## config.mk

```make
export PLATFORM = sky130hd
export DESIGN_NAME = decode_stage
export DESIGN_NICKNAME = d
export VERILOG_FILES = /design/src/source/decode_pkg.sv /design/src/source/decode_stage.sv /design/src/source/issue_stage.sv /design/src/source/hazard_unit.sv /design/src/source/imm_gen.sv /design/src/source/op_decoder.sv /design/src/source/fetch_hold.sv
export SDC_FILE = /design/constraint.sdc
export NUM_CORES = 1
export LEC_CHECK = 0
export ABC_AREA = 1
export ABC_CLOCK_PERIOD_IN_PS = 4200
export BUFFER_PORTS_ARGS = -buffer_cell sky130_fd_sc_hd__buf_2
export CORE_ASPECT_RATIO = 1.25
export CORE_MARGIN = 4
export CORE_UTILIZATION = 41
export CTS_CLUSTER_SIZE = 28
export DETAILED_ROUTE_END_ITERATION = 16
export PLACE_DENSITY = 0.73
export SETUP_SLACK_MARGIN = 0.2
export SYNTH_ARGS = -nofsm -noshare
export SYNTH_HDL_FRONTEND = slang
export SYNTH_HIERARCHICAL = 1
export SYNTH_SLANG_ARGS = --single-unit
```

## constraint.sdc

```tcl
create_clock -name clk -period 4.2 [get_ports clk]
set_input_delay 0.63 -clock clk [delete_from_list [all_inputs] [get_ports clk]]
set_output_delay 0.63 -clock clk [all_outputs]
set_load 0.03 [all_outputs]
```

## src/source/decode_pkg.sv

```systemverilog
////////////////////////////////////////
// Shared definitions for the decode stage
// Widths, opcode and funct constants
// Operation and format enums, stage records
////////////////////////////////////////

package decode_pkg;

    localparam int XLEN       = 32;
    localparam int REG_ADDR_W = 5;
    localparam int TAG_W      = 3;

    // Major opcodes of the kept RV32I groups
    localparam logic [6:0] OPC_LUI    = 7'b0110111;
    localparam logic [6:0] OPC_AUIPC  = 7'b0010111;
    localparam logic [6:0] OPC_JAL    = 7'b1101111;
    localparam logic [6:0] OPC_JALR   = 7'b1100111;
    localparam logic [6:0] OPC_BRANCH = 7'b1100011;
    localparam logic [6:0] OPC_LOAD   = 7'b0000011;
    localparam logic [6:0] OPC_STORE  = 7'b0100011;
    localparam logic [6:0] OPC_OP_IMM = 7'b0010011;
    localparam logic [6:0] OPC_OP     = 7'b0110011;

    // funct7 patterns for ALU ops
    localparam logic [6:0] F7_BASE = 7'b0000000;
    localparam logic [6:0] F7_ALT  = 7'b0100000;

    typedef enum logic [4:0] {
        NOP, ADD, SUB, SLL, SLT, SLTU, XOR, SRL, SRA, OR, AND,
        LUI, JAL, JALR,
        BEQ, BNE, BLT, BGE, BLTU, BGEU,
        LB, LH, LW, LBU, LHU,
        SB, SH, SW,
        INVALID
    } op_e;

    typedef enum logic [2:0] {
        R_TYPE, I_TYPE, S_TYPE, B_TYPE, U_TYPE, J_TYPE
    } format_e;

    // Request from fetch
    typedef struct packed {
        logic [XLEN-1:0]  instr;
        logic [XLEN-1:0]  pc;
        logic [TAG_W-1:0] tag;
    } decode_req_t;

    typedef struct packed {
        op_e                   op;
        format_e               fmt;
        logic [REG_ADDR_W-1:0] rs1;
        logic [REG_ADDR_W-1:0] rs2;
        logic [REG_ADDR_W-1:0] rd;
    } decoded_t;

    // Record handed to execute
    typedef struct packed {
        op_e              op;
        logic [XLEN-1:0]  first_op;
        logic [XLEN-1:0]  second_op;
        logic [XLEN-1:0]  third_op;
        logic [XLEN-1:0]  pc;
        logic [XLEN-1:0]  instr;
        logic [TAG_W-1:0] tag;
        logic             illegal;
        logic             misaligned;
    } issue_t;

endpackage
```

## src/source/decode_stage.sv

```systemverilog
////////////////////////////////////////
// Decode stage top level
////////////////////////////////////////

`timescale 1ns/1ps

module decode_stage (
    input  logic                              clk,
    input  logic                              reset,
    input  logic                              stall_i,
    input  decode_pkg::decode_req_t           req_i,
    input  logic [decode_pkg::XLEN-1:0]       rs1_data_i,
    input  logic [decode_pkg::XLEN-1:0]       rs2_data_i,
    output logic [decode_pkg::REG_ADDR_W-1:0] rs1_addr_o,
    output logic [decode_pkg::REG_ADDR_W-1:0] rs2_addr_o,
    output logic [decode_pkg::REG_ADDR_W-1:0] rd_o,
    output logic                              hazard_o,
    output decode_pkg::issue_t                issue_o
);
    import decode_pkg::*;

    logic [XLEN-1:0] work_instr;
    logic [XLEN-1:0] imm;
    decoded_t        decoded;
    logic            hazard;

    fetch_hold fetch_hold_inst (
        .clk      (clk),
        .reset    (reset),
        .instr_i  (req_i.instr),
        .hazard_i (hazard),
        .instr_o  (work_instr)
    );

    op_decoder op_decoder_inst (
        .instr_i   (work_instr),
        .decoded_o (decoded)
    );

    imm_gen imm_gen_inst (
        .instr_i  (work_instr),
        .format_i (decoded.fmt),
        .imm_o    (imm)
    );

    hazard_unit hazard_unit_inst (
        .clk       (clk),
        .reset     (reset),
        .stall_i   (stall_i),
        .decoded_i (decoded),
        .hazard_o  (hazard),
        .rd_o      (rd_o)
    );

    issue_stage issue_stage_inst (
        .clk        (clk),
        .reset      (reset),
        .stall_i    (stall_i),
        .hazard_i   (hazard),
        .req_i      (req_i),
        .instr_i    (work_instr),
        .decoded_i  (decoded),
        .imm_i      (imm),
        .rs1_data_i (rs1_data_i),
        .rs2_data_i (rs2_data_i),
        .issue_o    (issue_o)
    );

    // Register bank read addresses
    assign rs1_addr_o = decoded.rs1;
    assign rs2_addr_o = decoded.rs2;
    assign hazard_o   = hazard;

endmodule

```

## src/source/issue_stage.sv

```systemverilog
////////////////////////////////////////
// Operand select, exception flags
// Issue record register
////////////////////////////////////////

`timescale 1ns/1ps

module issue_stage (
    input  logic                        clk,
    input  logic                        reset,
    input  logic                        stall_i,
    input  logic                        hazard_i,
    input  decode_pkg::decode_req_t     req_i,
    input  logic [decode_pkg::XLEN-1:0] instr_i,
    input  decode_pkg::decoded_t        decoded_i,
    input  logic [decode_pkg::XLEN-1:0] imm_i,
    input  logic [decode_pkg::XLEN-1:0] rs1_data_i,
    input  logic [decode_pkg::XLEN-1:0] rs2_data_i,
    output decode_pkg::issue_t          issue_o
);
    import decode_pkg::*;

    issue_t next_rec;
    issue_t bubble;

    ////////////////////////////////////////
    // Operand select
    ////////////////////////////////////////

    always_comb begin
        next_rec = '0;
        case (decoded_i.fmt)
            U_TYPE, J_TYPE: begin
                next_rec.first_op  = req_i.pc;
                next_rec.second_op = imm_i;
                next_rec.third_op  = imm_i;
            end
            R_TYPE, B_TYPE: begin
                next_rec.first_op  = rs1_data_i;
                next_rec.second_op = rs2_data_i;
                next_rec.third_op  = imm_i;
            end
            S_TYPE: begin
                // Store data rides in the third operand
                next_rec.first_op  = rs1_data_i;
                next_rec.second_op = imm_i;
                next_rec.third_op  = rs2_data_i;
            end
            default: begin
                next_rec.first_op  = rs1_data_i;
                next_rec.second_op = imm_i;
                next_rec.third_op  = imm_i;
            end
        endcase
        next_rec.op         = decoded_i.op;
        next_rec.pc         = req_i.pc;
        next_rec.instr      = instr_i;
        next_rec.tag        = req_i.tag;
        next_rec.illegal    = (decoded_i.op == INVALID);
        next_rec.misaligned = (req_i.pc[1:0] != 2'b00);
    end

    // NOP with the current tag
    always_comb begin
        bubble     = '0;
        bubble.op  = NOP;
        bubble.tag = req_i.tag;
    end

    always_ff @(posedge clk) begin
        if (reset) begin
            issue_o    <= '0;
            issue_o.op <= NOP;
        end else if (hazard_i) begin
            issue_o <= bubble;
        end else if (!stall_i) begin
            issue_o <= next_rec;
        end
    end

endmodule

```

## src/source/hazard_unit.sv

```systemverilog
////////////////////////////////////////
// Register lock queue and hazard check
////////////////////////////////////////

`timescale 1ns/1ps

module hazard_unit (
    input  logic                              clk,
    input  logic                              reset,
    input  logic                              stall_i,
    input  decode_pkg::decoded_t              decoded_i,
    output logic                              hazard_o,
    output logic [decode_pkg::REG_ADDR_W-1:0] rd_o
);
    import decode_pkg::*;

    logic [REG_ADDR_W-1:0] lock_reg;
    logic [REG_ADDR_W-1:0] target_reg;
    logic                  use_rs1;
    logic                  use_rs2;
    logic                  hazard_rs1;
    logic                  hazard_rs2;

    // A bubble locks nothing
    assign target_reg = hazard_o ? '0 : decoded_i.rd;

    always_ff @(posedge clk) begin
        if (reset) begin
            lock_reg <= '0;
            rd_o     <= '0;
        end else if (!stall_i) begin
            lock_reg <= target_reg;
            rd_o     <= lock_reg;
        end
    end

    ////////////////////////////////////////
    // Source usage by format
    ////////////////////////////////////////

    assign use_rs1 = decoded_i.fmt inside {R_TYPE, I_TYPE, S_TYPE, B_TYPE};
    assign use_rs2 = decoded_i.fmt inside {R_TYPE, S_TYPE, B_TYPE};

    // x0 never conflicts
    assign hazard_rs1 = use_rs1 && (decoded_i.rs1 != '0) && (decoded_i.rs1 == lock_reg);
    assign hazard_rs2 = use_rs2 && (decoded_i.rs2 != '0) && (decoded_i.rs2 == lock_reg);

    assign hazard_o = hazard_rs1 | hazard_rs2;

endmodule

```

## src/source/imm_gen.sv

```systemverilog
////////////////////////////////////////
// Immediate generator for all formats
////////////////////////////////////////

`timescale 1ns/1ps

module imm_gen (
    input  logic [decode_pkg::XLEN-1:0] instr_i,
    input  decode_pkg::format_e         format_i,
    output logic [decode_pkg::XLEN-1:0] imm_o
);
    import decode_pkg::*;

    logic [XLEN-1:0] imm_i_type;
    logic [XLEN-1:0] imm_s_type;
    logic [XLEN-1:0] imm_b_type;
    logic [XLEN-1:0] imm_u_type;
    logic [XLEN-1:0] imm_j_type;

    // Sign bit is always instr_i[31]
    assign imm_i_type = {{21{instr_i[31]}}, instr_i[30:20]};
    assign imm_s_type = {{21{instr_i[31]}}, instr_i[30:25], instr_i[11:7]};
    assign imm_b_type = {{20{instr_i[31]}}, instr_i[7], instr_i[30:25],
                         instr_i[11:8], 1'b0};
    assign imm_u_type = {instr_i[31:12], 12'b0};
    assign imm_j_type = {{12{instr_i[31]}}, instr_i[19:12], instr_i[20],
                         instr_i[30:21], 1'b0};

    always_comb begin
        case (format_i)
            I_TYPE:  imm_o = imm_i_type;
            S_TYPE:  imm_o = imm_s_type;
            B_TYPE:  imm_o = imm_b_type;
            U_TYPE:  imm_o = imm_u_type;
            J_TYPE:  imm_o = imm_j_type;
            // R-type carries no immediate
            default: imm_o = '0;
        endcase
    end

endmodule

```

## src/source/op_decoder.sv

```systemverilog
////////////////////////////////////////
// Operation and format decoder
// Register field extraction
////////////////////////////////////////

`timescale 1ns/1ps

module op_decoder (
    input  logic [decode_pkg::XLEN-1:0] instr_i,
    output decode_pkg::decoded_t        decoded_o
);
    import decode_pkg::*;

    logic [6:0] opcode;
    logic [2:0] funct3;
    logic [6:0] funct7;
    op_e        op;
    format_e    fmt;

    assign opcode = instr_i[6:0];
    assign funct3 = instr_i[14:12];
    assign funct7 = instr_i[31:25];

    ////////////////////////////////////////
    // Operation
    ////////////////////////////////////////

    always_comb begin
        op = INVALID;
        case (opcode)
            OPC_LUI:   op = LUI;
            OPC_AUIPC: op = ADD;
            OPC_JAL:   op = JAL;
            OPC_JALR:  op = (funct3 == 3'b000) ? JALR : INVALID;
            OPC_BRANCH: begin
                case (funct3)
                    3'b000:  op = BEQ;
                    3'b001:  op = BNE;
                    3'b100:  op = BLT;
                    3'b101:  op = BGE;
                    3'b110:  op = BLTU;
                    3'b111:  op = BGEU;
                    default: op = INVALID;
                endcase
            end
            OPC_LOAD: begin
                case (funct3)
                    3'b000:  op = LB;
                    3'b001:  op = LH;
                    3'b010:  op = LW;
                    3'b100:  op = LBU;
                    3'b101:  op = LHU;
                    default: op = INVALID;
                endcase
            end
            OPC_STORE: begin
                case (funct3)
                    3'b000:  op = SB;
                    3'b001:  op = SH;
                    3'b010:  op = SW;
                    default: op = INVALID;
                endcase
            end
            OPC_OP_IMM: begin
                // funct7 only matters for shifts
                case (funct3)
                    3'b000: op = ADD;
                    3'b001: op = (funct7 == F7_BASE) ? SLL : INVALID;
                    3'b010: op = SLT;
                    3'b011: op = SLTU;
                    3'b100: op = XOR;
                    3'b101: begin
                        if (funct7 == F7_BASE) begin
                            op = SRL;
                        end else if (funct7 == F7_ALT) begin
                            op = SRA;
                        end
                    end
                    3'b110: op = OR;
                    default: op = AND;
                endcase
            end
            OPC_OP: begin
                case ({funct7, funct3})
                    {F7_BASE, 3'b000}: op = ADD;
                    {F7_ALT,  3'b000}: op = SUB;
                    {F7_BASE, 3'b001}: op = SLL;
                    {F7_BASE, 3'b010}: op = SLT;
                    {F7_BASE, 3'b011}: op = SLTU;
                    {F7_BASE, 3'b100}: op = XOR;
                    {F7_BASE, 3'b101}: op = SRL;
                    {F7_ALT,  3'b101}: op = SRA;
                    {F7_BASE, 3'b110}: op = OR;
                    {F7_BASE, 3'b111}: op = AND;
                    default:           op = INVALID;
                endcase
            end
            default: op = INVALID;
        endcase
    end

    ////////////////////////////////////////
    // Format
    ////////////////////////////////////////

    always_comb begin
        case (opcode)
            OPC_JALR, OPC_LOAD, OPC_OP_IMM: fmt = I_TYPE;
            OPC_STORE:                      fmt = S_TYPE;
            OPC_BRANCH:                     fmt = B_TYPE;
            OPC_LUI, OPC_AUIPC:             fmt = U_TYPE;
            OPC_JAL:                        fmt = J_TYPE;
            default:                        fmt = R_TYPE;
        endcase
    end

    assign decoded_o.op  = op;
    assign decoded_o.fmt = fmt;
    assign decoded_o.rs1 = instr_i[19:15];
    assign decoded_o.rs2 = instr_i[24:20];
    assign decoded_o.rd  = instr_i[11:7];

endmodule

```

## src/source/fetch_hold.sv

```systemverilog
////////////////////////////////////////
// Instruction hold and replay after a hazard
////////////////////////////////////////

`timescale 1ns/1ps

module fetch_hold (
    input  logic                        clk,
    input  logic                        reset,
    input  logic [decode_pkg::XLEN-1:0] instr_i,
    input  logic                        hazard_i,
    output logic [decode_pkg::XLEN-1:0] instr_o
);
    import decode_pkg::*;

    logic [XLEN-1:0] last_instr;
    logic            last_hazard;

    // Working instruction kept every cycle
    always_ff @(posedge clk) begin
        last_instr <= instr_o;
    end

    always_ff @(posedge clk) begin
        if (reset) begin
            last_hazard <= 1'b0;
        end else begin
            last_hazard <= hazard_i;
        end
    end

    // Stalled instruction gets decoded again
    assign instr_o = last_hazard ? last_instr : instr_i;

endmodule

```

# [After elaboration in Yosys (flattened, before gate mapping)]
# Index checks and enable logic that the tools add are counted.
[word_totals] regBits=213 input_bits=134 output_inout_bits=186 elab_cells=84
[classes] eq_ne=35 n_mux=17 n_bitwise=1 n_reduce_logical=18
[op_table] op="one-hot mux 96 bit (3 select lines)" count=1
[op_table] op="one-hot mux 32 bit (5 select lines)" count=1
[op_table] op="one-hot mux 5 bit (10 select lines)" count=1
[op_table] op="one-hot mux 5 bit (9 select lines)" count=1
[op_table] op="equality test 10 x 3 -> 1 bit, second input constant" count=4
[op_table] op="2-to-1 mux 5 bit" count=7
[op_table] op="one-hot mux 5 bit (7 select lines)" count=1
[op_table] op="2-to-1 mux 32 bit" count=1
[op_table] op="one-hot mux 5 bit (6 select lines)" count=1
[op_table] op="equality test 7 x 6 -> 1 bit, second input constant" count=4
[op_table] op="equality test 7 bit, second input constant" count=3
[op_table] op="equality test 10 x 2 -> 1 bit, second input constant" count=2
[op_table] op="equality test 10 x 9 -> 1 bit, second input constant" count=2
[op_table] op="one-hot mux 4 bit (5 select lines)" count=1
[op_table] op="equality test 3 bit, second input constant" count=6
[op_table] op="one-hot mux 3 bit (5 select lines)" count=1
[op_table] op="equality test 7 x 5 -> 1 bit, second input constant" count=2
[op_table] op="equality test 3 x 2 -> 1 bit, second input constant" count=4
[op_table] op="equality test 10 x 1 -> 1 bit, second input constant" count=1
[op_table] op="equality test 5 bit" count=2
[op_table] op="zero test 10 bit" count=1
[op_table] op="nonzero test 5 bit" count=2
[op_table] op="one-hot mux 3 bit (3 select lines)" count=1
[op_table] op="OR reduction 2 bit" count=4
[op_table] op="other kinds (12)" count=17

# [Longest topological paths before layout]
# Gate-level depths: netlist (run 1).
[depth] depth_word=10 mapped_depth=21 mapped_depth_nobuf=19

# [By module]
# Netlist (run 1), hierarchy kept.
[modules_own_cells] module="issue_stage" instances=1 cells_each=1132 area_per_inst_um2=7603.5 seq_area_each_um2=3403.3
[modules_own_cells] module="fetch_hold" instances=1 cells_each=139 area_per_inst_um2=1159.9 seq_area_each_um2=660.6
[modules_own_cells] module="op_decoder" instances=1 cells_each=181 area_per_inst_um2=915.9 seq_area_each_um2=0.0
[modules_own_cells] module="hazard_unit" instances=1 cells_each=94 area_per_inst_um2=583.1 seq_area_each_um2=200.2
[modules_own_cells] module="imm_gen" instances=1 cells_each=92 area_per_inst_um2=455.4 seq_area_each_um2=0.0

# [Worst setup path after synthesis (run 1)]
# Ideal clock, no wire load.
[synth_timing] path_type="input to register" startpoint="input port req_i[38] (netlist bit)" endpoint="register, netlist name issue_stage_inst/issue_o[157]" setup_ps=70 arrival_ps=3202 required_time_ps=4130 setup_slack_ps=928 cell_stages=17 path_buffers=2 cell_sequence="nand2_2 nand2_1 inv_1 nand2_1 nor2_4 nand2_2 o21ai_0 nand2_1 nand2_1 nor2_2 nand4_2 nand2_1 nor2_1 buf_2 clkbuf_1 o21ai_0 a21oi_1"
[synth_rtl] item="start, declared" line="decode_stage.sv:11" rtl="input decode_pkg::decode_req_t req_i,"

==> results of run 1 <==
-- stage by stage --
step	std cells	setup slack (ns)
floorplan	1638	0.928
global placement	2196	0.752
detailed placement	2196	0.599
CTS	2237	0.307
global route	2242	0.315
finish	2242	0.581
-- worst max-delay path by stage --
| stage | endpoint | cells after the start |
|---|---|---|
| 2_1_floorplan | issue_stage_inst/issue_o[157]$_SDFFE_PP0N_ | 17 |
| 5_1_grt | hazard_o | 15 |
| 3_5_place_dp | issue_stage_inst/issue_o[164]$_SDFFE_PP0N_ | 18 |
| 6_report | hazard_o | 14 |
| 4_1_cts | hazard_o | 14 |
| 3_3_place_gp | issue_stage_inst/issue_o[102]$_SDFFE_PP0N_ | 19 |
-- worst register-to-register path, stage by stage (launching register included) --
cell and delay [ns]:
dfxtp_2 0.55, inv_8 0.16, nand2_2 0.09, nand2_1 0.13
inv_1 0.08, nand2_1 0.10, nor2_4 0.18, nand2_2 0.11
o21ai_1 0.14, buf_4 0.23, nand2_1 0.08, nand2_1 0.07
nor2_2 0.04, nand4_2 0.13, nand2_1 0.15, nor2_4 0.17
buf_4 0.52, o21ai_0 0.23, a21oi_1 0.17
-- final cells by class --
| cell class | instances | area share [%] |
|---|---|---|
| sequential | 213 | 32.7 |
| clock buffer | 32 | 5.05 |
| multi-input combinational | 1160 | 39.9 |
| antenna | 5 | 0.0958 |
| tap | 335 | 3.21 |
| timing repair buffer | 337 | 13.6 |
| clock inverter | 9 | 1.02 |
| inverter | 151 | 4.48 |
-- timing repair --
item | in CTS | in global routing
buffers inserted | 0 | 0
gates resized for setup | 0 | 1
endpoints found under the setup margin | 0 | 45
-- per-layer routing --
layer  routed length [um]  part of all wire, %  vias to the layer above
met1                14800                   41                     5188
met3                 2960                  8.2                       79
li1                     -                    -                     5686
met4                 1110                  3.1                        4
met5                   24                0.067                        -
met2                17100                   47                      489
-- power groups by stage --
stage	Clock [W]	Sequential (W)	Combinational [W]
2_1_floorplan	0	0.00260	0.000590
3_5_place_dp	0	0.00234	0.00124
3_3_place_gp	0	0.00234	0.00123
5_1_grt	0.00225	0.00231	0.00136
6_report	0.00213	0.00230	0.00125
4_1_cts	0.00218	0.00229	0.00125
-- logic make-up (layout without fill, tap and decap cells) --
family	Yosys count	count (layout)	synth area share (%)
fa+ha+maj	4	4	0.467
xor+xnor	2	2	0.163
compound gates	273	273	12.9
flops	213	213	39.8
other cells	0	5	0
buf+inv	265	529	11.7
simple gates	881	881	34.9
-- placed cells by master (no fill, tap or decap), drive strengths merged --
master      n
dfxtp     213
o211ai      3
o21ai     119
clkbuf     32
bufinv      3
inv       153
ha          4
a31oi       1
nand3     103
nor2      195
diode       5
buf       337
nand2     499
clkinv      3
xnor2       1
or2        34
xor2        1
nand3b      1
clkinvlp    1
nand4      43
a21oi     150
nor3        6
==> results by group, run 1 <==
Yosys
  • Ys Warns: 6
  • Post-synth EDFFs: 0
  • Distinct cell type count after synthesis: 38
  • Post-synth ARST share: 0%
  • Synth Cell Area: 10700 um^2
  • Synth top area share: about two fifths
  • Main flop type after synthesis: dfxtp_1
  • Top post-synthesis cells by count: 481 x nand2_1, 213 x dfxtp_1, 186 x nor2_1
  • Ranking of synthesized cells by area: dfxtp_1 40%, nand2_1 17%, a21oi_1 7.0%
  • Count leader, synth: nand2_1
  • Post-Syn Nets: 1776
  • Number of synthesized register bits: 213
  • Post-synthesis sequential area ratio: about two fifths
  • Yosys top cell by area: dfxtp_1
  • Synth Area per Inst: roughly 6.5 um^2
  • Syn Inst Count: roughly 1600

Global routing
  • Met1 usage: between 20% and 30%
  • Vias in the first global route: 10604
  • Met3 usage in global routing: 5.40%
  • Initial antenna violation count: 7
  • First-pass GRT wire length: 56000 um
  • GR Overflow Total: 0
  • Largest net degree at the start of global routing: 151
  • GR Layer Usage met2: roughly two fifths
  • GRT Max-Usage Layer: met2
  • Total track usage: about a quarter

Placement
  • PortBufs: roughly 320
  • Gp weighted congestion: 0.946
  • Area after DPL: 12200 um^2
  • Detail Placement HPWL: roughly 26000 um

Hold path
  • Worst Hold End: issue_stage_inst/issue_o[40]$_SDFFE_PP0N_
  • Worst min-delay path startpoint: req_i[6]
  • WHS Path Cells: 3
  • Worst min path class: input pin to flop

Die
  • Full die area: 28800 um^2
  • I/O pins: 320
  • Die height: ~190 um
  • Die width: 153 um
  • Core area: about 26000 um^2
  • FP Rows: 65
  • Initial core utilization: between 40% and 50%

Worst setup path
  • FF-to-FF setup slack: slightly above 0.8 ns
  • Worst setup path start: fetch_hold_inst/last_hazard$_SDFF_PP0_
  • CP max FO: 32
  • Critical Path RT: between 3 and 4 ns
  • CP delay by family, top: simple AND/OR/NAND/NOR gates
  • Crit. End Element: primary output
  • Cells along the critical path: inv_8 -> nand2_2 -> nand2_1 -> inv_1 -> nand2_1 -> nor3_1 -> buf_4 -> inv_1 -> nand2_1 -> nand2_1 -> nor2_2 -> nand4_2 -> nand2_1 -> buf_2
  • R2R Path End: issue_stage_inst/issue_o[146]$_SDFFE_PP0N_
  • Worst setup SP type: flop
  • Crit path DAT: between 2 and 3 ns
  • CP bufs+invs: 5
  • R2R depth: 18
  • Worst path slowest cell: dfxtp_2
  • FF-to-FF Start: fetch_hold_inst/last_hazard$_SDFF_PP0_
  • Cell mode on critical path: nand2_1
  • Max incr delay on CP: about 0.55 ns
  • Setup Crit Path Kind: flop to primary output

Clock network
  • Clk Latency, worst-skew pair: around 0.51 ns
  • Sink Count: 213
  • Worst-case clock buffer depth: 3
  • TritonCTS buffer count: 23
  • Clock transition at path regs: about 0.060 ns
  • Post-CTS Hold Fix Bufs: 0
  • CTS tree: built
  • Clk root buf: clkbuf_16
  • Htree depth: 1

Power
  • Leak Pwr: between 6 and 7 nW
  • Combinational Power Share: a little over a fifth
  • Internal Power: around 0.0038 W
  • Register share of total power: 40.5%
  • Power Density: ~430 nW/um^2
  • NetSw: 0.00184 W
  • VDD IR max: 0.255 mV
  • Clock Power Share: 37.5%
  • Total chip power: 0.00568 W
  • Sw frac: 32.5%

Final layout
  • Final Util: between 50% and 60%
  • Finished Cell Area: 13100 um^2
  • Final #Nets: 2024
  • Share of layout cells above drive strength 1: between 20 and 25%
  • Register area: between 4000 and 5000 um^2
  • Max reg flops: 170
  • Biggest register: issue_stage_inst/issue_o
  • Top flop regs: issue_stage_inst/issue_o (170), fetch_hold_inst/last_instr (32)
  • Multi-input logic area: between 5000 and 6000 um^2
  • Layout fillers: between 2000 and 3000
  • Area grow syn2layout: 21.8%

STA
  • Layout Skew: about 0.011 ns
  • RSZ-0062 raised after global routing: no
  • FMAX: 276 MHz
  • Final min period: approximately 3.6 ns
  • Worst Tran Pin Value: between 1 and 1.5 ns
  • Setup tns final: 0 ns
  • Final setup fails: 0
  • WHS: 0.374 ns
  • Fin. Hold Viols: 0
  • Relative slew slack: between 30 and 40%
  • Fin crit share: between 80 and 90%
  • Slew Limit Fails: 0

Drt
  • Vias: around 11000
  • # DRC: 0
  • Total Wirelength: ~36000 um
  • DR WL/cell: 16.0 um
  • 1st-iter DRT viols: just under 900
  • DRT Pass-1 Iters: 5
  • Via density: just over 5
  • Final ANT Viol Nets: 0

Outcome
  • Status: complete, no violations

Flow run
  • Maxcap violations: 0
Power figures use the tool's default switching activity.
==> run 2: changes to the inputs <==
Settings changed: ABC_AREA 1 to unset.
==> run 2 against run 1 <==
Die area fell by 3.1%; flip-flop and latch count did not move; via count fell by 21%; wire length fell by 11%; clock power fell by 7%; core utilization rose by 0.62 points; fmax fell by 4.7%; sequential share of layout area rose by 0.75 points; hold slack got worse by 0.0055 ns; final area fell by 2.3%; critical path type unchanged.
==> results by group, run 2 <==
Clock network
  • Clk root buf: clkbuf_16
  • TritonCTS buffer count: 22 (-4.3%)
  • Sink Count: 213 (unchanged)
  • Worst-case clock buffer depth: 3 (unchanged)
  • CTS tree: built
  • Post-CTS Hold Fix Bufs: 0 (unchanged)
  • Htree depth: 1 (unchanged)
  • Clk Latency, worst-skew pair: 0.51 ns (about the same)
  • Clock transition at path regs: 0.06 ns (about the same)

Worst setup path
  • CP delay by family, top: buffers and inverters
  • Cells along the critical path: buf_6 -> mux2_4 -> mux2_2 -> nor3_2 -> buf_4 -> nor4_1 -> buf_4 -> or2_1 -> buf_2
  • Critical Path RT: 3.57 ns (about the same)
  • Worst setup SP type: flop
  • Cell mode on critical path: buf_4
  • CP max FO: 22 (-31%)
  • Crit path DAT: 3.17 ns (+0.18 ns)
  • Worst path slowest cell: dfxtp_2
  • Max incr delay on CP: 0.40 ns (-0.15 ns)
  • FF-to-FF setup slack: 0.74 ns (-0.07 ns)
  • CP bufs+invs: 4 (-1)
  • Crit. End Element: primary output
  • Setup Crit Path Kind: flop to primary output

Yosys
  • Ranking of synthesized cells by area: dfxtp_1 41%, mux2i_1 10%, a221oi_2 8.7%
  • Post-synthesis sequential area ratio: 41.1% (+1.3 points)
  • Mux share of post-synthesis cell area: 15.1% (+15 points)
  • Ys Warns: 6 (unchanged)
  • Adder-cell share of the synthesized area: 0.579% (+0.11 points)
  • Synth Cell Area: 10400 um^2 (-3.3%)
  • XOR/XNOR share of the synthesized area: 1.00% (+0.84 points)
  • Simple-gate share of the synthesized area: 10.9% (-24 points)
  • Post-synth ARST share: 0% (unchanged)
  • Number of synthesized register bits: 213 (unchanged)
  • Yosys top cell by area: dfxtp_1
  • Combinational family with the most area after synthesis: compound AO/OA/AOI/OAI gates
  • Post-synth EDFFs: 0 (unchanged)
  • Synth top area share: 41.1% (+1.3 points)
  • Synth Area per Inst: 9.60 um^2 (+47%)
  • Count leader, synth: dfxtp_1
  • Main flop type after synthesis: dfxtp_1
  • Synth Area in Compound Gates: 22.7% (+9.8 points)
  • Syn Inst Count: 1080 (-34%)
  • Top post-synthesis cells by count: 213 x dfxtp_1, 108 x mux2i_1, 95 x nor2_1
  • Post-Syn Nets: 1218 (-31%)
  • Distinct cell type count after synthesis: 70 (+84%)

Global routing
  • GR Overflow Total: 0 (unchanged)
  • Vias in the first global route: 9178 (-13%)
  • Initial antenna violation count: 1 (-6)
  • Largest net degree at the start of global routing: 113 (-25%)
  • First-pass GRT wire length: 49400 um (-12%)
  • Total track usage: 22.0% (-1.4 points)

Final layout
  • Top flop regs: issue_stage_inst/issue_o (170), fetch_hold_inst/last_instr (32)
  • Final #Nets: 1476 (-27%)
  • Layout fillers: 2284 (-11%)
  • Most frequent cells in the layout: 318 x buf_2, 212 x dfxtp_1, 108 x mux2i_1
  • Area grow syn2layout: 23.1%
  • Commonest non-fill, non-tap cell in the layout: buf_2
  • Max reg flops: 170 (unchanged)
  • Final Util: 51.7% (+0.62 points)
  • Biggest register: issue_stage_inst/issue_o
  • Share of layout cells above drive strength 1: 36.8% (+14 points)

Die
  • Die width: 150 um (-1.6%)
  • I/O pins: 320 (unchanged)
  • Die height: 186 um (-1.6%)
  • Initial core utilization: 42.0% (+0.071 points)
  • FP Rows: 64 (-1.5%)
  • Full die area: 27900 um^2 (-3.1%)
  • Core area: 24700 um^2 (-3.4%)

Drt
  • Final ANT Viol Nets: 0 (unchanged)
  • Via density: 5.38 (+5.5%)
  • DRT Pass-1 Iters: 5 (unchanged)
  • Vias: 9073 (-21%)
  • # DRC: 0 (unchanged)
  • 1st-iter DRT viols: 436 (-50%)
  • Total Wirelength: 32000 um (-11%)
  • DR WL/cell: 19.0 um (+18%)

STA
  • Slew Limit Fails: 0 (unchanged)
  • Layout Skew: 0.0115 ns (+0.000151 ns)
  • Fin crit share: 90.4% (+4.2 points)
  • Worst Tran Pin Value: 1.02 ns (-0.0267 ns)
  • FMAX: 263 MHz (-4.7%)
  • Relative slew slack: 32.0% (+1.8 points)
  • Final min period: 3.80 ns (+0.178 ns)
  • Fin. Hold Viols: 0 (unchanged)
  • Final setup fails: 0 (unchanged)
  • RSZ-0062 raised after global routing: no
  • Setup tns final: 0 ns (unchanged)

Placement
  • PortBufs: 319 (unchanged)
  • Gp weighted congestion: 0.852 (-9.9%)
  • Detail Placement HPWL: 22600 um (-12%)

Hold path
  • Worst min path class: input pin to flop

Outcome
  • Status: complete, no violations

Power
  • Leak Pwr: 5.95 nW (-12%)
  • VDD IR max: 0.278 mV (+9.0%)
  • Power Density: 420 nW/um^2 (-3.5%)

Flow run
  • Maxcap violations: 0 (unchanged)
==> run 2: cell types whose count changed in the layout (fill, tap and decap cells not counted), sizes merged, moves of 31 or more <==
cell and delta:
nand3 -96, mux2 +33, o21bai +32, nor2 -99, or2 -31, inv -81
nand4 -38, a31oi +32, a21oi -72, o21ai -60, nand2 -437, a221oi +64
mux2i +108
==> run 2: cell families (layout without fill, tap and decap cells) <==
group / Yosys count / in the layout
compound gates: 301 / 301
simple gates: 229 / 229
flops: 213 / 213
buf+inv: 180 / 454
mux: 141 / 141
xor+xnor: 11 / 11
fa+ha+maj: 5 / 5
other cells: 0 / 1
==> run 2: cell type report <==
| type | count | area [um^2] | area share [%] |
|---|---|---|---|
| antenna | 1 | 2.50 | 0.0196 |
| clock buffer | 33 | 673 | 5.28 |
| clock inverter | 7 | 66.3 | 0.520 |
| inverter | 72 | 270 | 2.12 |
| multi-input combinational | 687 | 5250 | 41.1 |
| sequential | 213 | 4270 | 33.4 |
| tap | 330 | 413 | 3.24 |
| timing repair buffer | 342 | 1820 | 14.3 |
==> run 2: path summary, 6_finish.rpt <==
kind,start,endpoint,cells past startpoint
setup reg to reg,fetch_hold_inst/last_hazard$_SDFF_PP0_,issue_stage_inst/issue_o[157]$_SDFFE_PP0N_,12
hold / removal,req_i[1],issue_stage_inst/issue_o[3]$_SDFFE_PP0P_,3
hold reg to reg,issue_stage_inst/issue_o[99]$_SDFFE_PP0N_,issue_stage_inst/issue_o[99]$_SDFFE_PP0N_,2
setup / recovery,fetch_hold_inst/last_hazard$_SDFF_PP0_,hazard_o,9
==> run 2: power breakdown <==
group / leakage (nW) / internal (W) / total, W / switching [W]
combinational: 3.82 / 0.000377 / 0.00110 / 0.000723
clock: 0.365 / 0.00117 / 0.00199 / 0.000822
sequential: 1.77 / 0.00218 / 0.00226 / 0.0000858
==> run 2: through the flow <==
| stage | setup slack (ns) | power, W | cells | instance area (um^2) | hold slack (ns) |
|---|---|---|---|---|---|
| 4_1_cts | 0.292 | 0.00540 | 1684 | 12700 | 0.350 |
| 2_1_floorplan | 0.247 | 0.00307 | 1080 | 10400 | 0.453 |
| 3_5_place_dp | 0.531 | 0.00341 | 1644 | 12000 | 0.455 |
| 6_report | 0.402 | 0.00536 | 1685 | 12800 | 0.369 |
| 3_3_place_gp | 0.641 | 0.00339 | 1644 | 12000 | 0.454 |
| 5_1_grt | 0.212 | 0.00558 | 1685 | 12800 | 0.370 |
==> run 2: timing repair <==
action | in CTS | in global routing
setup buffers | 0 | 0
endpoints found under the setup margin | 0 | 1
gates resized for setup | 0 | 2
==> run 2: routing by layer <==
metal	wire length, um	vias to the layer above	track usage [%]
li1	-	4345	-
met1	12600	4265	25.9
met2	15600	392	38.6
met3	2680	71	5.41
met4	1170	0	8.06
met5	0	-	0
==> run 2: worst min-delay path, delay by kind of cell <==
family / cells / cell delay [ns]
buffers and inverters: 1 / 0.08
and+or+nand+nor: 1 / 0.07
muxes: 1 / 0.05
==> run 3: changes to the inputs <==
Settings changed: CTS_BUF_LIST set to sky130_fd_sc_hd__clkbuf_4 sky130_fd_sc_hd__clkbuf_8 sky130_fd_sc_hd__clkbuf_16.
==> run 3 against run 2 <==
Final cell count is the same; combinational power is essentially flat; sequential power is essentially flat; die area is the same; critical path depth is the same; register-to-register slack is essentially flat; clock-buffer cell count is the same; final area grew 0.12%; global-route usage is the same; critical path type unchanged; highest routed layer unchanged.
==> results by group, run 3 (synthesis gave the netlist of run 2 again) <==
Outcome
  • Status: complete, no violations

Global routing
  • First-pass GRT wire length: 49400 um (unchanged)
  • GR Overflow Total: 0 (unchanged)
  • Largest net degree at the start of global routing: 113 (unchanged)
  • Vias in the first global route: 9183 (+0.054%)
  • Initial antenna violation count: 1 (unchanged)
  • Total track usage: 22.0% (unchanged)

Final layout
  • Final #Nets: 1476 (unchanged)
  • Max reg flops: 170 (unchanged)
  • Commonest non-fill, non-tap cell in the layout: buf_2
  • Area grow syn2layout: 23.2%
  • Layout fillers: 2283 (-0.044%)
  • Top flop regs: issue_stage_inst/issue_o (170), fetch_hold_inst/last_instr (32)
  • Share of layout cells above drive strength 1: 37.1% (+0.30 points)
  • Non-filler instance count after layout: 1685 (unchanged)
  • Most frequent cells in the layout: 318 x buf_2, 212 x dfxtp_1, 108 x mux2i_1
  • Register area: 4270 um^2 (unchanged)
  • Finished Cell Area: 12800 um^2 (+0.12%)
  • Multi-input logic area: 5250 um^2 (unchanged)
  • Biggest register: issue_stage_inst/issue_o

Drt
  • Vias: 9033 (-0.44%)
  • Total Wirelength: 32000 um (about the same)
  • DR WL/cell: 19.0 um (about the same)
  • # DRC: 0 (unchanged)
  • DRT Pass-1 Iters: 5 (unchanged)
  • Final ANT Viol Nets: 0 (unchanged)
  • Via density: 5.36 (-0.44%)
  • 1st-iter DRT viols: 453 (+3.9%)

STA
  • Fin. Hold Viols: 0 (unchanged)
  • Final setup fails: 0 (unchanged)
  • Worst Tran Pin Value: 1.02 ns (-0.00224 ns)
  • Slew Limit Fails: 0 (unchanged)
  • Final WS setup: 0.410 ns (+0.00732 ns)
  • Relative slew slack: 32.2% (+0.15 points)
  • Setup tns final: 0 ns (unchanged)
  • FMAX: 264 MHz (+0.19%)
  • Fin crit share: 90.2% (-0.17 points)
  • Final min period: 3.79 ns (-0.00732 ns)
  • Layout Skew: 0.0118 ns (+0.000378 ns)
  • RSZ-0062 raised after global routing: no

Clock network
  • Sink Count: 213 (unchanged)
  • Post-CTS Hold Fix Bufs: 0 (unchanged)
  • Worst-case clock buffer depth: 3 (unchanged)
  • Htree depth: 1 (unchanged)
  • CTS tree: built
  • Post-CTS setup buffers: 0 (unchanged)
  • Clk Latency, worst-skew pair: 0.51 ns (about the same)
  • Clk root buf: clkbuf_16
  • Post-CTS sizing: 0 (unchanged)
  • TritonCTS buffer count: 22 (unchanged)
  • Clock transition at path regs: 0.06 ns (about the same)

Worst setup path
  • R2R Path End: issue_stage_inst/issue_o[157]$_SDFFE_PP0N_
  • Crit path DAT: 3.16 ns (about the same)
  • FF-to-FF Start: fetch_hold_inst/last_hazard$_SDFF_PP0_
  • Crit. End Element: primary output
  • Setup Crit Path Kind: flop to primary output
  • CP max FO: 22 (unchanged)
  • Critical Path RT: 3.57 ns (about the same)
  • FF-to-FF setup slack: 0.74 ns (about the same)
  • Worst setup SP type: flop
  • R2R depth: 12 (unchanged)

Power
  • Combinational Power Share: 20.4% (about the same)
  • Internal Power: 0.00375 W (+0.70%)
  • VDD IR max: 0.276 mV (-0.41%)
  • Power Density: 421 nW/um^2 (+0.36%)
  • Sw frac: 30.3% (-0.15 points)
  • Clock Power Share: 37.5% (+0.3 points)
  • Leak Pwr: 5.96 nW (+0.23%)
  • NetSw: 0.00163 W (about the same)
  • Register share of total power: 42.1% (-0.2 points)

Placement
  • Area after DPL: 12000 um^2 (unchanged)
  • Place WS: 0.531 ns (unchanged)
  • PortBufs: 319 (unchanged)
  • Inst Count DP: 1644 (unchanged)
  • Gp weighted congestion: 0.852 (unchanged)
  • Detail Placement HPWL: 22600 um (unchanged)

Hold path
  • Worst min path class: input pin to flop
  • Worst min-delay path startpoint: req_i[1]
  • WHS Path Cells: 3 (unchanged)
  • Worst Hold End: issue_stage_inst/issue_o[3]$_SDFFE_PP0P_

Die
  • Initial core utilization: 42.0% (unchanged)
  • Die width: 150 um (unchanged)
  • Core area: 24700 um^2 (unchanged)
  • FP Rows: 64 (unchanged)
  • I/O pins: 320 (unchanged)
  • Full die area: 27900 um^2 (unchanged)
  • Die height: 186 um (unchanged)

Flow run
  • Maxcap violations: 0 (unchanged)
## run 3: cell types whose count changed in the layout (fill, tap and decap cells not counted)
cell      delta
clkbuf_1     -4
clkbuf_4     +4
## run 3: cell type report
| type | count | share of cell area (%) |
|---|---|---|
| Multi-Input combinational cell | 687 | 41.1 |
| Clock buffer | 33 | 5.39 |
| Sequential cell | 213 | 33.4 |
| Tap cell | 330 | 3.23 |
| Clock inverter | 7 | 0.519 |
| Antenna cell | 1 | 0.0196 |
| Inverter | 72 | 2.12 |
| Timing Repair Buffer | 342 | 14.3 |
## run 3: how the worst max path moves through the flow
stage	start	end	slack, ns	cells after the start
6_report	fetch_hold_inst/last_hazard$_SDFF_PP0_	hazard_o	0.41	9
5_1_grt	fetch_hold_inst/last_hazard$_SDFF_PP0_	hazard_o	0.21	10
4_1_cts	fetch_hold_inst/last_hazard$_SDFF_PP0_	hazard_o	0.29	10
3_5_place_dp	req_i[39]	issue_stage_inst/issue_o[164]$_SDFFE_PP0N_	0.53	13
3_3_place_gp	req_i[39]	issue_stage_inst/issue_o[136]$_SDFFE_PP0N_	0.64	13
2_1_floorplan	req_i[39]	issue_stage_inst/issue_o[103]$_SDFFE_PP0N_	0.25	12
## run 3: routing by layer
layer | GRT usage, % | wire, um | vias up
li1 | - | - | 4347
met1 | 25.9 | 12600 | 4224
met2 | 38.6 | 15500 | 391
met3 | 5.41 | 2710 | 71
met4 | 8.06 | 1170 | 0
met5 | 0 | 0 | -
## run 3: through the flow
step                hold WS (ns)  util [%]  total power, W
finish                     0.368      51.8         0.00538
global route               0.371      51.8         0.00561
CTS                        0.352      51.7         0.00542
detailed placement         0.455      48.7         0.00341
global placement           0.454      48.7         0.00339
floorplan                  0.453         -         0.00307
## run 3: critical path, stage by stage, from the launching register on
cell     delay (ns)
dfxtp_2        0.40
buf_6          0.32
mux2_4         0.40
mux2_2         0.29
nor3_2         0.19
buf_4          0.34
nor4_1         0.10
buf_4          0.17
or2_1          0.24
buf_2          0.20
## run 3: power by group through the flow
stage               registers (W)  logic, W  clock network, W
finish                    0.00226   0.00110           0.00202
global placement          0.00230   0.00109                 0
CTS                       0.00226   0.00111           0.00205
floorplan                 0.00255  0.000522                 0
detailed placement        0.00230   0.00110                 0
global route              0.00228   0.00119           0.00214
